$ cat src/common/pwo_params_pkg.sv
//================================================
// Pointwise engine parameters
// Modulus, coefficient and memory word widths,
// polynomial word count, Barrett constants and
// pipeline latencies
//================================================

package pwo_params_pkg;

    // Coefficient arithmetic
    localparam int COEFF_W = 23;
    localparam logic [COEFF_W-1:0] PWO_Q = 23'd8380417;
    localparam int SLOT_W = 24;
    localparam int PROD_W = 46;

    // Memory word layout, four coefficients per word
    localparam int COEFFS_PER_WORD = 4;
    localparam int MEM_DATA_W = COEFFS_PER_WORD * SLOT_W;
    localparam int MEM_ADDR_W = 15;

    // One polynomial is 256 coefficients
    localparam int POLY_WORDS = 64;
    localparam int CNT_W = $clog2(POLY_WORDS);

    // Barrett reduction, M = floor(2^K / q)
    localparam int BARRETT_K = 46;
    localparam int BARRETT_M_W = 24;
    localparam logic [BARRETT_M_W-1:0] BARRETT_M = 24'd8396807;

    // Read enable to write enable distance
    // Memory read plus operand register plus lane stages
    localparam int LANE_LATENCY = 2;
    localparam int PIPE_LATENCY = 2 + LANE_LATENCY;

endpackage

$ cat src/common/pwo_types_pkg.sv
//================================================
// Pointwise engine types
// Operation encoding and the memory word union
//================================================

package pwo_types_pkg;

    // Operation select
    typedef enum logic [1:0] {
        PWO_NONE = 2'd0,
        PWO_PWM  = 2'd1,
        PWO_PWA  = 2'd2,
        PWO_PWS  = 2'd3
    } pwo_op_e;

    // One memory word
    // Flat view at the memory ports, slot view inside the lanes
    // Each slot holds a coefficient with a zero top bit
    typedef union packed {
        logic [pwo_params_pkg::MEM_DATA_W-1:0] flat;
        logic [pwo_params_pkg::COEFFS_PER_WORD-1:0][pwo_params_pkg::SLOT_W-1:0] slot;
    } mem_word_u;

endpackage

$ cat src/pwo_ctrl/pwo_ctrl.sv
//================================================
// Pointwise engine sequencer
// Walks the 64 words of a polynomial, issues reads,
// delays write strobes and addresses, and reports
// busy and done
//================================================

module pwo_ctrl (
    input  logic                                   clk,
    input  logic                                   reset_n,
    input  pwo_types_pkg::pwo_op_e                 pwo_mode_i,
    input  logic                                   pwo_enable_i,
    input  logic                                   accumulate_i,
    input  logic                                   sampler_valid_i,
    input  logic [pwo_params_pkg::MEM_ADDR_W-1:0]  a_base_addr_i,
    input  logic [pwo_params_pkg::MEM_ADDR_W-1:0]  b_base_addr_i,
    input  logic [pwo_params_pkg::MEM_ADDR_W-1:0]  c_base_addr_i,
    output logic                                   a_rd_en_o,
    output logic [pwo_params_pkg::MEM_ADDR_W-1:0]  a_rd_addr_o,
    output logic                                   b_rd_en_o,
    output logic [pwo_params_pkg::MEM_ADDR_W-1:0]  b_rd_addr_o,
    output logic                                   c_rd_en_o,
    output logic [pwo_params_pkg::MEM_ADDR_W-1:0]  c_rd_addr_o,
    output logic                                   wr_en_o,
    output logic [pwo_params_pkg::MEM_ADDR_W-1:0]  wr_addr_o,
    output pwo_types_pkg::pwo_op_e                 op_o,
    output logic                                   acc_o,
    output logic                                   busy_o,
    output logic                                   done_o
);
    import pwo_params_pkg::*;
    import pwo_types_pkg::*;

    typedef enum logic [1:0] {
        ST_IDLE,
        ST_RUN,
        ST_DRAIN
    } state_e;

    state_e                  state;
    logic [CNT_W-1:0]        word_cnt;
    pwo_op_e                 op_q;
    logic                    acc_q;
    logic                    done_q;
    logic [MEM_ADDR_W-1:0]   a_base;
    logic [MEM_ADDR_W-1:0]   b_base;
    logic [MEM_ADDR_W-1:0]   c_base;
    logic [MEM_ADDR_W-1:0]   word_offset;
    logic [PIPE_LATENCY-1:0] wr_vld;
    logic [MEM_ADDR_W-1:0]   wr_addr_pipe [PIPE_LATENCY];
    logic                    start;
    logic                    issue;
    logic                    last_word;
    logic                    last_wr;

    // ==============================================
    // Issue decode
    // ==============================================

    // Start only from idle with a real operation
    assign start = pwo_enable_i && (state == ST_IDLE) && (pwo_mode_i != PWO_NONE);

    // Sampler back-pressure stalls read issue only
    assign issue     = (state == ST_RUN) && sampler_valid_i;
    assign last_word = (word_cnt == CNT_W'(POLY_WORDS - 1));

    // Final write has nothing behind it in the delay line
    assign last_wr = (state == ST_DRAIN) && wr_vld[PIPE_LATENCY-1] &&
                     (wr_vld[PIPE_LATENCY-2:0] == '0);

    assign word_offset = MEM_ADDR_W'(word_cnt);

    // ==============================================
    // State, counter and strobe delay line
    // ==============================================
    always_ff @(posedge clk or negedge reset_n) begin
        if (!reset_n) begin
            state    <= ST_IDLE;
            word_cnt <= '0;
            op_q     <= PWO_NONE;
            acc_q    <= 1'b0;
            done_q   <= 1'b0;
            wr_vld   <= '0;
        end else begin
            done_q <= last_wr;
            wr_vld <= {wr_vld[PIPE_LATENCY-2:0], issue};

            case (state)
                ST_IDLE: begin
                    if (start) begin
                        state    <= ST_RUN;
                        word_cnt <= '0;
                        op_q     <= pwo_mode_i;
                        acc_q    <= accumulate_i;
                    end
                end
                ST_RUN: begin
                    if (issue) begin
                        word_cnt <= word_cnt + 1'b1;
                        if (last_word) begin
                            state <= ST_DRAIN;
                        end
                    end
                end
                ST_DRAIN: begin
                    if (last_wr) begin
                        state <= ST_IDLE;
                    end
                end
                default: state <= ST_IDLE;
            endcase
        end
    end

    // Base addresses and write address delay line
    always_ff @(posedge clk) begin
        if (start) begin
            a_base <= a_base_addr_i;
            b_base <= b_base_addr_i;
            c_base <= c_base_addr_i;
        end
        wr_addr_pipe[0] <= c_base + word_offset;
        for (int i = 1; i < PIPE_LATENCY; i++) begin
            wr_addr_pipe[i] <= wr_addr_pipe[i-1];
        end
    end

    // ==============================================
    // Outputs
    // ==============================================
    assign a_rd_en_o   = issue;
    assign a_rd_addr_o = a_base + word_offset;
    assign b_rd_en_o   = issue;
    assign b_rd_addr_o = b_base + word_offset;

    // Destination is only read when accumulating products
    assign c_rd_en_o   = issue && (op_q == PWO_PWM) && acc_q;
    assign c_rd_addr_o = c_base + word_offset;

    assign wr_en_o   = wr_vld[PIPE_LATENCY-1];
    assign wr_addr_o = wr_addr_pipe[PIPE_LATENCY-1];

    assign op_o   = op_q;
    assign acc_o  = acc_q;
    assign busy_o = (state != ST_IDLE);
    assign done_o = done_q;

endmodule

$ cat config.mk
export PLATFORM = sky130hd
export DESIGN_NAME = pwo_ctrl
export DESIGN_NICKNAME = d
export VERILOG_FILES = /design/src/common/pwo_params_pkg.sv /design/src/common/pwo_types_pkg.sv /design/src/pwo_ctrl/pwo_ctrl.sv
export SDC_FILE = /design/constraint.sdc
export NUM_CORES = 1
export LEC_CHECK = 0
export ABC_AREA = 1
export ABC_CLOCK_PERIOD_IN_PS = 4450
export BUFFER_PORTS_ARGS = -buffer_cell sky130_fd_sc_hd__buf_2
export CORE_UTILIZATION = 48
export DETAILED_ROUTE_END_ITERATION = 8
export HOLD_SLACK_MARGIN = 0.03
export PLACE_DENSITY_LB_ADDON = 0.2
export SYNTH_ARGS = -nofsm -noshare
export SYNTH_HDL_FRONTEND = slang
export SYNTH_SLANG_ARGS = --single-unit
$ cat constraint.sdc
create_clock -name clk -period 4.45 [get_ports clk]
set_clock_uncertainty 0.1 [all_clocks]
set_input_delay 0.2225 -clock clk [delete_from_list [all_inputs] [get_ports clk]]
set_output_delay 0.2225 -clock clk [all_outputs]
set_load 0.02 [all_outputs]
==> impl_metrics.json <==
{
  "power.combinational.fraction": 0.025,
  "grt_util_all_layers": 0.208,
  "ir_drop_v": 0.000270,
  "dieWidth_um": 102,
  "critical_path_depth": 8,
  "globalplace.congestion": 0.817,
  "diodes": 0,
  "antenna_found_initial": 0,
  "worst_slew_pin_slew_ns": 0.940,
  "synthToLayoutAreaGrowth_pct": 38.3,
  "switching_power_uw": 525,
  "postSynthAreaPerCell_um2": 10.0,
  "cp-start-kind": "flop",
  "core-area_um2": 9730,
  "setup_viol": 0,
  "ys_types": 28,
  "fmax_ghz": 0.356,
  "grt_max_degree": 48,
  "die_area_um2": 10400,
  "num_rows": 36,
  "drive_gt1_frac": 0.242,
  "p_int_uw": 1920,
  "ff2ff_setup_slack_ns": 2.40,
  "finalWirelength_um": 9950,
  "num_vias": 3683,
  "synth-seq-cells": 121,
  "ctsResizeCount": 0,
  "hp-class": "in -> async",
  "crit_chain": "ha_1 -> fa_1 -> nand2_1 -> nand3_1 -> nand3_1 -> nand2_1 -> xor2_1 -> buf_2",
  "cts_sinks": 121,
  "ant_nets": 0,
  "port_buffers": 120,
  "cts-root-buf": "clkbuf_8",
  "drv_cap": 0,
  "wl_per_cell_um": 12.2,
  "drt_first_pass_iters": 4,
  "worstSetupPathType": "reg -> out",
  "fin_tns_setup_ns": 0,
  "layout_min_cycle_time_ns": 2.81,
  "path_delay_family": "adder cells",
  "netlist_area_um2": 4800,
  "p_leak_uw": 0.00324,
  "ff_latch_area_um2": 2950,
  "r2r-start": "state[1]",
  "die_y_um": 102,
  "multi_input_area_um2": 1620,
  "drc": 0,
  "p_sw_frac": 0.215,
  "io_pins": 121,
  "cts_buffers": 17,
  "grt_first_pass_wirelength_um": 16400,
  "dpl.hpwl_um": 6820,
  "worst-r2r-cell-count": 3,
  "finalHoldViolCount": 0,
  "worstPathMaxFanout": 7,
  "synth_cells": 479,
  "seq_power_share": 0.470,
  "worst_skew_pair.late_latency_ns": 0.51,
  "rsz0062_at_grt": "false",
  "h-tree-depth": 4,
  "avgViaCountPerCell": 4.51,
  "layout.nets": 744,
  "grt_overflow": 0,
  "finalPower_uw": 2450,
  "slowest_stage": "dfrtp_1",
  "grt_pass1_vias": 3651,
  "status": "completed",
  "r2r_end": "b_base[3]",
  "cts_buffer_depth": 2,
  "synth_nets": 553,
  "p_per_area_nw_per_um2": 369,
  "cp-end-kind": "output port",
  "slew_headroom": 0.373,
  "cts_tree": "done",
  "clk_pin_slew_ns": 0.06,
  "worstPathRequired_ns": 4.13,
  "slew_viol_final": 0,
  "yosys_warnings": 0,
  "fill_cells": 763,
  "period_share": 0.630,
  "critPathBufInv": 1,
  "slowest_delay_ns": 0.46,
  "worst_ep_arrival_time_ns": 2.48,
  "dr.first_iter.drc_count": 120,
  "ys_seq_area_frac": 0.615,
  "clock_power_share": 0.505,
  "start_util": 0.493
}
## power groups by stage
stage | combinational, µW | clock (µW) | sequential (µW)
after floorplan | 0.751 | 0 | 1170
after global placement | 24.6 | 0 | 1170
after detailed placement | 25.6 | 0 | 1170
after CTS | 60.2 | 1270 | 1150
after global routing | 66.1 | 1320 | 1150
final | 61.1 | 1240 | 1150
## synthesized netlist by cell type, drive strengths merged
| cell | number | area [µm²] |
|---|---|---|
| nor3 | 4 | 30.0 |
| or2 | 4 | 25.0 |
| a21oi | 11 | 55.1 |
| nand3 | 45 | 230 |
| xor2 | 17 | 149 |
| nand3b | 5 | 37.5 |
| nand4 | 5 | 31.3 |
| nor4b | 1 | 8.76 |
| o22ai | 2 | 12.5 |
| a22o | 1 | 8.76 |
| edfxtp | 45 | 1350 |
| dfrtp | 16 | 400 |
| fa | 3 | 60.1 |
| inv | 59 | 221 |
| ha | 19 | 238 |
| buf | 1 | 7.51 |
| nor3b | 3 | 22.5 |
| nand2 | 131 | 507 |
| and2 | 4 | 25.0 |
| nor2 | 35 | 136 |
| o21ai | 8 | 40.0 |
| dfxtp | 60 | 1200 |
## registers in the layout, summed over array words and instances (netlist names)
name / flops
op_o: 2
wr_vld: 4
done_o: 1
wr_addr_pipe: 60
b_base: 15
c_base: 15
word_cnt: 6
acc_o: 1
state: 2
a_base: 15
## worst max path at each step
stage / start / to / slack (ns)
global route: word_cnt[0] / c_rd_addr_o[6] / 1.47
floorplan: state[1] / a_base[0] / 2.31
detailed placement: word_cnt[0] / c_rd_addr_o[6] / 2.17
CTS: word_cnt[0] / c_rd_addr_o[6] / 1.62
finish: word_cnt[0] / c_rd_addr_o[6] / 1.64
global placement: word_cnt[0] / c_rd_addr_o[6] / 2.21
## cell type report
class	count	share of cell area
sequential	121	0.445
clock inverter	14	0.0166
tap	133	0.0251
clock buffer	18	0.0662
inverter	59	0.0334
timing repair buffer	173	0.170
multi-input combinational	298	0.244
## placed cells by master (no fill, tap or decap), types with 4 or more instances in the layout
cell	instances
nand2_1	125
buf_2	120
dfxtp_1	60
inv_1	57
dlygate4sd3_1	53
edfxtp_1	45
nand3_1	44
nor2_1	33
ha_1	19
xor2_1	17
clkbuf_16	17
dfrtp_1	16
a21oi_1	11
o21ai_0	8
nand2_2	6
nand3b_1	5
nand4_1	5
inv_6	5
and2_1	4
## stage by stage
stage / setup WS (ns) / cell area (µm²) / std cells / utilization / hold slack, ns
after floorplan: 2.31 / 4800 / 479 / - / -0.173
after global placement: 2.21 / 5560 / 731 / 0.571 / 0.0490
after detailed placement: 2.17 / 5560 / 731 / 0.571 / 0.0523
after CTS: 1.62 / 6640 / 816 / 0.682 / 0.0453
after global routing: 1.47 / 6640 / 816 / 0.682 / 0.115
final: 1.64 / 6640 / 816 / 0.682 / 0.0994
## what timing repair did
item / in CTS / in global routing
setup buffers: 0 / 0
endpoints found under the hold margin: 68 / 0
hold buffers: 53 / 0
## cell families after synthesis
family	share of synthesized area
AND/OR/NAND/NOR	0.220
buffers and inverters	0.0477
adder cells (fa/ha/maj)	0.0621
XOR/XNOR	0.0310
AO/OA/AOI/OAI	0.0242
flip-flops	0.615
## layer usage
metal  GRT usage  vias to the layer above  routed length (µm)
met5           0                        -                   0
met4       0.100                        0                 130
li1            -                     1939                   -
met1       0.229                     1642                4170
met3      0.0595                       11                 434
met2       0.369                       91                5210
(Power assumes the default switching activity.)
