### src/common/pwo_params_pkg.sv
//================================================
// Pointwise engine parameters
// Modulus, coefficient and memory word widths,
// polynomial word count, Barrett constants and
// pipeline latencies
//================================================

package pwo_params_pkg;

    // Coefficient arithmetic
    localparam int COEFF_W = 23;
    localparam logic [COEFF_W-1:0] PWO_Q = 23'd8380417;
    localparam int SLOT_W = 24;
    localparam int PROD_W = 46;

    // Memory word layout, four coefficients per word
    localparam int COEFFS_PER_WORD = 4;
    localparam int MEM_DATA_W = COEFFS_PER_WORD * SLOT_W;
    localparam int MEM_ADDR_W = 15;

    // One polynomial is 256 coefficients
    localparam int POLY_WORDS = 64;
    localparam int CNT_W = $clog2(POLY_WORDS);

    // Barrett reduction, M = floor(2^K / q)
    localparam int BARRETT_K = 46;
    localparam int BARRETT_M_W = 24;
    localparam logic [BARRETT_M_W-1:0] BARRETT_M = 24'd8396807;

    // Read enable to write enable distance
    // Memory read plus operand register plus lane stages
    localparam int LANE_LATENCY = 2;
    localparam int PIPE_LATENCY = 2 + LANE_LATENCY;

endpackage

### src/common/pwo_types_pkg.sv
//================================================
// Pointwise engine types
// Operation encoding and the memory word union
//================================================

package pwo_types_pkg;

    // Operation select
    typedef enum logic [1:0] {
        PWO_NONE = 2'd0,
        PWO_PWM  = 2'd1,
        PWO_PWA  = 2'd2,
        PWO_PWS  = 2'd3
    } pwo_op_e;

    // One memory word
    // Flat view at the memory ports, slot view inside the lanes
    // Each slot holds a coefficient with a zero top bit
    typedef union packed {
        logic [pwo_params_pkg::MEM_DATA_W-1:0] flat;
        logic [pwo_params_pkg::COEFFS_PER_WORD-1:0][pwo_params_pkg::SLOT_W-1:0] slot;
    } mem_word_u;

endpackage

### src/common/pwo_operand_if.sv
//================================================
// Operand bundle between the operand stage and
// the four arithmetic lanes
//================================================

interface pwo_operand_if;
    import pwo_types_pkg::*;

    // Operation for the word currently presented
    pwo_op_e op;

    // Operand a
    mem_word_u u_word;

    // Operand b, from memory or sampler
    mem_word_u v_word;

    // Accumulate operand, zero unless PWM with accumulate
    mem_word_u w_word;

    modport src (
        output op,
        output u_word,
        output v_word,
        output w_word
    );

    modport lane (
        input op,
        input u_word,
        input v_word,
        input w_word
    );

endinterface

### src/pwo_datapath/pwo_operand_stage.sv
//================================================
// Operand stage
// Registers the three memory read words and
// selects the accumulate operand
//================================================

module pwo_operand_stage (
    input  logic                                   clk,
    input  logic                                   reset_n,
    input  pwo_types_pkg::pwo_op_e                 op_i,
    input  logic                                   acc_i,
    input  logic [pwo_params_pkg::MEM_DATA_W-1:0]  a_rd_data_i,
    input  logic [pwo_params_pkg::MEM_DATA_W-1:0]  b_rd_data_i,
    input  logic [pwo_params_pkg::MEM_DATA_W-1:0]  c_rd_data_i,
    pwo_operand_if.src                             opnd
);
    import pwo_params_pkg::*;
    import pwo_types_pkg::*;

    mem_word_u a_q;
    mem_word_u b_q;
    mem_word_u c_q;
    pwo_op_e   op_q;
    logic      acc_q;
    logic      use_acc;

    // Read data, one cycle after it leaves the memories
    always_ff @(posedge clk) begin
        a_q.flat <= a_rd_data_i;
        b_q.flat <= b_rd_data_i;
        c_q.flat <= c_rd_data_i;
    end

    always_ff @(posedge clk or negedge reset_n) begin
        if (!reset_n) begin
            op_q  <= PWO_NONE;
            acc_q <= 1'b0;
        end else begin
            op_q  <= op_i;
            acc_q <= acc_i;
        end
    end

    // Destination data is meaningful only for PWM with accumulate
    assign use_acc = (op_q == PWO_PWM) && acc_q;

    assign opnd.op     = op_q;
    assign opnd.u_word = a_q;
    assign opnd.v_word = b_q;
    assign opnd.w_word = use_acc ? c_q : '0;

endmodule

### src/flat_wrapper.sv
// flat-port wrapper written by rule: the top's interface ports become plain ports
module pwo_operand_stage_flat import pwo_params_pkg::*; import pwo_types_pkg::*;
  (clk, reset_n, op_i, acc_i, a_rd_data_i, b_rd_data_i, c_rd_data_i, opnd_op, opnd_u_word, opnd_v_word, opnd_w_word);
  pwo_operand_if opnd_i ();
  input  logic clk;
  input  logic reset_n;
  input  pwo_types_pkg::pwo_op_e op_i;
  input  logic acc_i;
  input  logic [pwo_params_pkg::MEM_DATA_W-1:0] a_rd_data_i;
  input  logic [pwo_params_pkg::MEM_DATA_W-1:0] b_rd_data_i;
  input  logic [pwo_params_pkg::MEM_DATA_W-1:0] c_rd_data_i;
  output wire logic [$bits(opnd_i.op)-1:0] opnd_op;
  output wire logic [$bits(opnd_i.u_word)-1:0] opnd_u_word;
  output wire logic [$bits(opnd_i.v_word)-1:0] opnd_v_word;
  output wire logic [$bits(opnd_i.w_word)-1:0] opnd_w_word;
  assign opnd_op = opnd_i.op;
  assign opnd_u_word = opnd_i.u_word;
  assign opnd_v_word = opnd_i.v_word;
  assign opnd_w_word = opnd_i.w_word;
  pwo_operand_stage u_core (.clk(clk), .reset_n(reset_n), .op_i(op_i), .acc_i(acc_i), .a_rd_data_i(a_rd_data_i), .b_rd_data_i(b_rd_data_i), .c_rd_data_i(c_rd_data_i), .opnd(opnd_i));
endmodule
### config.mk
export PLATFORM = sky130hd
export DESIGN_NAME = pwo_operand_stage_flat
export DESIGN_NICKNAME = d
export VERILOG_FILES = /design/src/common/pwo_params_pkg.sv /design/src/common/pwo_types_pkg.sv /design/src/common/pwo_operand_if.sv /design/src/pwo_datapath/pwo_operand_stage.sv /design/src/flat_wrapper.sv
export SDC_FILE = /design/constraint.sdc
export NUM_CORES = 1
export LEC_CHECK = 0
export ABC_CLOCK_PERIOD_IN_PS = 2380
export BUFFER_PORTS_ARGS = -buffer_cell sky130_fd_sc_hd__buf_2
export CORE_AREA = 2 2 229 231
export CTS_CLUSTER_DIAMETER = 100
export DETAILED_ROUTE_END_ITERATION = 10
export DIE_AREA = 0 0 231 233
export SETUP_SLACK_MARGIN = 0.3
export SYNTH_ARGS = -nofsm -noshare
export SYNTH_HDL_FRONTEND = slang
export SYNTH_SLANG_ARGS = --single-unit
### constraint.sdc
create_clock -name clk -period 2.38 [get_ports clk]
set_input_delay 0.714 -clock clk [delete_from_list [all_inputs] [get_ports clk]]
set_output_delay 0.714 -clock clk [all_outputs]
set_load 0.01 [all_outputs]
==> results of run 1 <==
==> timing repair <==
| item | 4_1_cts | 5_1_grt |
|---|---|---|
| endpoints found under the setup margin | 98 | 98 |
| gates cloned | 0 | 1 |
| hold buffers | 1 | 0 |
| resized for setup | 2 | 5 |
| endpoints found under the hold margin | 3 | 0 |
==> final cells by class <==
| class | count | share of cell area [%] |
|---|---|---|
| antenna | 5 | 0.105 |
| clock inverter | 15 | 1.79 |
| timing repair buffer | 589 | 25.7 |
| sequential | 291 | 49.1 |
| multi-input combinational | 96 | 8.07 |
| tap | 680 | 7.14 |
| clock buffer | 47 | 8.15 |
==> through the flow <==
stage / hold slack [ns] / setup slack [ns] / cells
after floorplan: 0.418 / 0.669 / 417
after global placement: 0.508 / 0.628 / 1654
after detailed placement: 0.511 / 0.582 / 1654
after CTS: 0.218 / -0.0261 / 1717
after global routing: 0.227 / -0.0615 / 1718
final: 0.264 / 0.0225 / 1723
==> worst max-delay path, stage by stage (launching register included) <==
cell	delay, ns
dfrtp_2	0.45
buf_16	0.19
and4b_1	0.29
buf_2	0.13
==> sequential cells by signal (all words and copies together), names as in the netlist <==
signal,cells
u_core.acc_q,1
u_core.c_q,96
u_core.opnd.op,2
u_core.opnd.u_word,96
u_core.opnd.v_word,96
==> power by group <==
group / switching, mW / total (mW) / internal [mW]
combinational: 0.375 / 0.743 / 0.368
sequential: 0.0860 / 5.22 / 5.14
clock: 2.16 / 5.41 / 3.25
==> cell usage after synthesis <==
library cell / count
buf_6: 9
dfrtp_1: 3
and4b_1: 96
buf_2: 15
dfxtp_1: 288
buf_4: 6
==> worst min path at each step <==
| stage | from | end | slack, ns | cells past startpoint |
|---|---|---|---|---|
| floorplan | reset_n | u_core.acc_q | 0.42 | 0 |
| global placement | reset_n | u_core.opnd.op[1] | 0.51 | 1 |
| detailed placement | reset_n | u_core.acc_q | 0.51 | 1 |
| CTS | a_rd_data_i[38] | u_core.opnd.u_word[38] | 0.22 | 1 |
| global route | b_rd_data_i[78] | u_core.opnd.v_word[78] | 0.23 | 1 |
| finish | b_rd_data_i[36] | u_core.opnd.v_word[36] | 0.26 | 1 |
==> cells in the final DEF (no fill, tap or decap) <==
master and n:
inv_6 1, dlygate4sd3_1 1, and4b_1 96, dfxtp_1 288
clkinvlp_4 2, inv_16 1, clkbuf_1 7, diode_2 5
clkbuf_16 36, clkinv_4 1, buf_12 3, clkbuf_8 5
inv_8 2, clkinv_8 2, bufinv_16 3, buf_16 1
buf_6 3, clkinv_2 3, buf_2 580, dfrtp_2 3
==> cell families (layout without fill, tap and decap cells) <==
logic type | Yosys count | after routing | synth area share [%]
flip-flops | 291 | 291 | 83.2
AND/OR/NAND/NOR | 96 | 96 | 13.7
buffers and inverters | 30 | 651 | 3.15
other | 0 | 5 | 0
==> routing by layer <==
layer,wire length [µm],global-route usage (%)
met5,174,0
met4,1030,4.68
met3,3750,5.78
met2,14100,16.9
met1,11100,11.0
==> metrics, run 1 <==
Period Utilization, post-route=approximately 100%; post-synthesis register bit count=291; Max-Cap Viols=0; Die W=231 µm; Root Driver=clkbuf_16; Port Buffers=approximately 580; I/O pin count=583; Post-Syn Area=~0.007 mm²; status=finished, final reports clean; RD Place Congestion=0.844; critical path capture point=opnd_w_word[24]; initial antenna violation count=23; Syn Nets=710; Avg Inst Size Synth=16.8 µm²; top post-synthesis cells by area=dfxtp_1 82%, and4b_1 14%, buf_6 1.4%; GRT Util Overall=10.4%; Initial Util=between 10% and 20%; Slew Viols, Final=0; HPWL after DPL=24300 µm; final hold violation count=0; minimum clock period=2.36 ns; vias in the first global route=around 5900; maximum clock insertion buffer count=3; clock-pin slew on the worst setup and hold paths=0.06 ns; Max IR drop VDD=539 µV; Core Util, Final=23.3%; CP required=~1.7 ns; Post-Layout Inst Area=about 0.012 mm²; post-synthesis cell type count=6; crit path from=u_core.opnd.op[1]; H-tree levels=2; top cell type by total area after synthesis=dfxtp_1; startpoint types=flop; class of the worst hold path=primary input to flop; Max-slew headroom=81.8%; router iterations before antenna repair=4; # DRC=0; RSZ-0062 raised after global routing=true; Synth top area share=82.1%; Layout area overhead=69.6%; Setup Viol. Count Final=0; DR WL/cell=around 17 µm; sequential fraction of the synthesis area=83.2%; largest net degree at the start of global routing=98; WL final=30100 µm; CTS Sinks=291; proportion of layout cells with a drive suffix above 1=62.2%; DR iter-0 viols=~180; Design Power=11.4 mW; setup TNS=0 ns; area of the multi-input gates=961 µm²; crit-path max FO=50; register area=0.00584 mm²; via count=5747; Power per Cell Area=955 mW/mm²; Rows=83; die area=0.0538 mm²; CORE AREA=0.0511 mm²; Highest Clock Rate=about 420 MHz; Routed Antenna Nets=0; grt ovf=0; Post-Syn Instances=between 400 and 500; kind of critical path=flop to output pin; Slew @ Worst Pin=0.273 ns; vias per cell=3.34; # nets final=1306; CP Capture Type=output pin; leakage power=6.11 nW; Chip Height=233 µm; CTS Buf Count=35; first-pass GRT wire length=39500 µm; Cell Area, Placed=0.0106 mm²; CTS tree=yes; post-CTS setup buffer count=0; Filler cells=about 5500; signal arrival time at the worst endpoint=1.64 ns; YS warnings=0
(Power assumes the default switching activity.)
==> inputs of run 2 (changes only) <==
- BUFFER_PORTS_ARGS: -buffer_cell sky130_fd_sc_hd__buf_2 -> not set
- DONT_BUFFER_PORTS: not set -> 1
- SETUP_SLACK_MARGIN: 0.3 -> not set
==> metrics, run 2 (synthesized netlist as in run 1, its figures left out) <==
RSZ-0062 raised after global routing=false; Layout area overhead=27.8%; Rows=83; Power per Cell Area=1220 mW/mm²; RD Place Congestion=0.918; CTS tree=yes; Slew Viols, Final=0; slowest CP cell=dfrtp_2; kind of critical path=flop to output pin; vias per cell=3.25; # nets final=around 720; commonest non-fill, non-tap cell in the layout=dfxtp_1; signal arrival time at the worst endpoint=1.59 ns; final hold violation count=0; DR WL/cell=24.2 µm; Highest Clock Rate=approximately 430 MHz; Slew @ Worst Pin=0.395 ns; leakage power=around 3.7 nW; Setup Viol. Count Final=0; initial antenna violation count=58; CP Capture Type=output pin; CORE AREA=roughly 0.051 mm²; proportion of layout cells with a drive suffix above 1=14.4%; CTS Buf Count=34; Chip Height=233 µm; post-route insts no fill=between 1000 and 1500; Port Buffers=0; Max IR drop VDD=675 µV; CTS Sinks=291; most frequent cells in the layout=288 x dfxtp_1, 96 x and4b_1, 35 x clkbuf_16, 9 x clkbuf_8, 4 x inv_6; placed cells=1071; largest net degree at the start of global routing=~100; GRT Util Overall=under 10%; Root Driver=clkbuf_16; minimum clock period=2.30 ns; grt ovf=0; first-pass GRT wire length=33600 µm; crit path cell chain=buf_12 -> and4b_1; Routed Antenna Nets=0; DR iter-0 viols=95; WL final=~28000 µm; # DRC=0; crit-path max FO=96; router iterations before antenna repair=4; Max-slew headroom=between 70% and 80%; H-tree levels=2; slowest stage delay, CP=0.37 ns; status=finished, final reports clean; startpoint types=flop; I/O pin count=around 600; Buf/Inv on CP=1; Initial Util=a little over an eighth; class of the worst hold path=primary input to flop; post-CTS setup buffer count=0; setup TNS=0 ns; Period Utilization, post-route=96.7%; CP required=1.67 ns; CP delay by family, top=flip-flops; Die W=about 230 µm; vias in the first global route=3544; via count=3736; HPWL after DPL=22400 µm; maximum clock insertion buffer count=3; Max-Cap Viols=0; clock-pin slew on the worst setup and hold paths=0.07 ns; die area=0.0538 mm²
-- run 2: cell types whose count changed in the layout (fill, tap and decap cells not counted), sizes merged --
cell,delta
buf,-583
bufinv,-1
clkbuf,-3
clkinv,-1
clkinvlp,-2
diode,+14
inv,+3
-- run 2: repair_timing --
action	in CTS	in global routing
cloned	0	1
hold endpoints to repair	3	0
hold buffers	1	0
setup endpoints to repair	63	21
resized for setup	1	1
-- run 2: path summary, 6_finish.rpt --
check	from	cells after the start	slack, ns	to
min in group asynchronous	reset_n	1	0.43	u_core.opnd.op[0]
hold / removal	a_rd_data_i[47]	0	0.18	u_core.opnd.u_word[47]
max in group asynchronous	reset_n	1	1.79	u_core.opnd.op[1]
setup / recovery	u_core.acc_q	2	0.08	opnd_w_word[29]
-- run 2: area by class of cell --
class / count / area, µm²
antenna: 19 / 47.5
fill: 5598 / 42100
tap: 680 / 851
timing repair buffer: 6 / 101
clock buffer: 44 / 978
sequential: 291 / 5840
multi-input combinational: 96 / 961
clock inverter: 14 / 190
-- run 2: power breakdown --
part	internal, mW	switching, mW	total, mW
Combinational	0.0562	0.102	0.158
Sequential	5.14	0.245	5.39
Clock	3.18	2.18	5.36
-- run 2: per-layer routing --
| metal | wire length [µm] | track usage (%) |
|---|---|---|
| met4 | 912 | 3.53 |
| met2 | 12900 | 15.3 |
| met1 | 8990 | 8.80 |
| met5 | 264 | 0 |
| met3 | 4810 | 7.89 |
-- run 2: metrics by stage --
| step | util (%) | cell area, µm² | setup slack (ns) | total power, mW | hold slack, ns |
|---|---|---|---|---|---|
| 4_1_cts | 17.4 | 8890 | 0.0153 | 11.2 | 0.131 |
| 5_1_grt | 17.5 | 8950 | 0.000203 | 11.3 | 0.139 |
| 6_report | 17.6 | 8970 | 0.0788 | 10.9 | 0.185 |
| 3_5_place_dp | 15.1 | 7710 | 0.543 | 5.66 | 0.419 |
| 3_3_place_gp | 15.1 | 7710 | 0.600 | 5.65 | 0.419 |
| 2_1_floorplan | - | 7020 | 0.669 | 5.53 | 0.418 |
==> inputs of run 3 (changes only) <==
- GPL_TIMING_DRIVEN: not set -> 0
- REMOVE_ABC_BUFFERS: not set -> 1
==> metrics, run 3 (synthesized netlist as in run 1, its figures left out) <==
Filler cells=5572; status=finished, violations left; first-pass GRT wire length=~36000 µm; post-route insts no fill=1167; Power per Cell Area=1260 mW/mm²; leakage power=~3.8 nW; CTS tree=yes; crit-path max FO=73; Max-Cap Viols=0; CORE AREA=0.0511 mm²; via count=3766; pre-CTS setup slack=about 0.19 ns; RD Place Congestion=0.796; Setup Viol. Count Final=18; initial antenna violation count=66; Die W=231 µm; final hold violation count=0; vias per cell=between 3 and 4; CP required=1.67 ns; Port Buffers=0; router iterations before antenna repair=4; WL final=~30000 µm; startpoint types=flop; Rows=83; highest routed layer=met5; Period Utilization, post-route=102%; hold depth=0; vias in the first global route=between 3000 and 4000; Routed Antenna Nets=0; metal3 WL=5150 µm; area of the multi-input gates=0.00101 mm²; WL met1=8600 µm; class of the worst hold path=primary input to flop; Slew Viols, Final=0; kind of critical path=flop to output pin; Highest Clock Rate=414 MHz; Root Driver=clkbuf_16; metal2 WL=15100 µm; grt ovf=0; minimum clock period=around 2.4 ns; final worst slack=-0.0368 ns; maximum clock insertion buffer count=3; CTS Sinks=291; proportion of layout cells with a drive suffix above 1=24.6%; register area=0.00585 mm²; HPWL after DPL=24300 µm; signal arrival time at the worst endpoint=1.70 ns; # nets final=731; die area=0.0538 mm²; GRT Util Overall=10.5%; Chip Height=233 µm; # DRC=0; RSZ-0062 raised after global routing=true; most frequent cells in the layout=288 x dfxtp_1, 60 x and4b_1, 37 x clkbuf_16, 36 x and4b_2, 7 x bufinv_16; DR WL/cell=25.8 µm; Max IR drop VDD=501 µV; Slew @ Worst Pin=0.268 ns; H-tree levels=2; failing checks=setup timing; largest net degree at the start of global routing=75; CTS Buf Count=37; Initial Util=13.7%; CP Capture Type=output pin; I/O pin count=583; DR iter-0 viols=between 100 and 150; Layout area overhead=32.4%; commonest non-fill, non-tap cell in the layout=dfxtp_1; Max-slew headroom=82.1%; placed cells=1070; clock-pin slew on the worst setup and hold paths=approximately 0.06 ns
## run 3: cell count changes in the layout (fill, tap and decap cells not counted), sizes merged
cell,change
buf,+7
clkinvlp,+1
diode,+4
clkinv,+5
clkbuf,-6
inv,+1
bufinv,+5
## run 3: final timing paths
| kind | from | to | slack [ns] |
|---|---|---|---|
| worst max-delay path | u_core.opnd.op[1] | opnd_w_word[50] | -0.04 |
| max in group asynchronous | reset_n | u_core.opnd.op[0] | 1.71 |
| worst min-delay path | c_rd_data_i[89] | u_core.c_q[89] | 0.17 |
| min in group asynchronous | reset_n | u_core.acc_q | 0.43 |
## run 3: routing by layer
layer  vias up  GRT usage [%]
met5         -              0
met1      1633           8.02
li1       1547              -
met3       120           9.31
met2       406           18.7
met4        60           3.55
## run 3: final cells by class
class	count	share of cell area, %
Timing Repair Buffer	12	1.83
Sequential cell	291	62.9
Antenna cell	23	0.619
Clock inverter	26	4.53
Multi-Input combinational cell	96	10.8
Clock buffer	39	10.1
Tap cell	680	9.15
## run 3: what timing repair did
action / 4_1_cts / 5_1_grt
hold buffers: 1 / 0
endpoints found under the hold margin: 3 / 0
gates cloned: 0 / 0
setup buffers: 8 / 0
resized for setup: 31 / 9
endpoints found under the setup margin: 96 / 78
## run 3: worst max-delay path, cell delays in order, from the launching register on
cell and delay, ns:
dfrtp_4 0.52, buf_12 0.19, and4b_2 0.40
## run 3: power breakdown
group	switching (mW)	leakage, nW	internal [mW]
clock	2.38	0.665	3.75
sequential	0.237	2.46	5.14
combinational	0.111	0.639	0.0706
## run 3: through the flow
stage	instance area (µm²)	TNS, ns	util [%]	hold slack (ns)	total power, mW
6_report	9300	-0.194	18.2	0.166	11.7
5_1_grt	9260	-3.08	18.1	0.122	12.1
4_1_cts	9230	-1.44	18.1	0.114	12.0
3_5_place_dp	7720	0	15.1	0.419	5.66
3_3_place_gp	7650	-85.50	15.0	0.419	5.64
2_1_floorplan	6800	-1.05	-	0.418	5.50
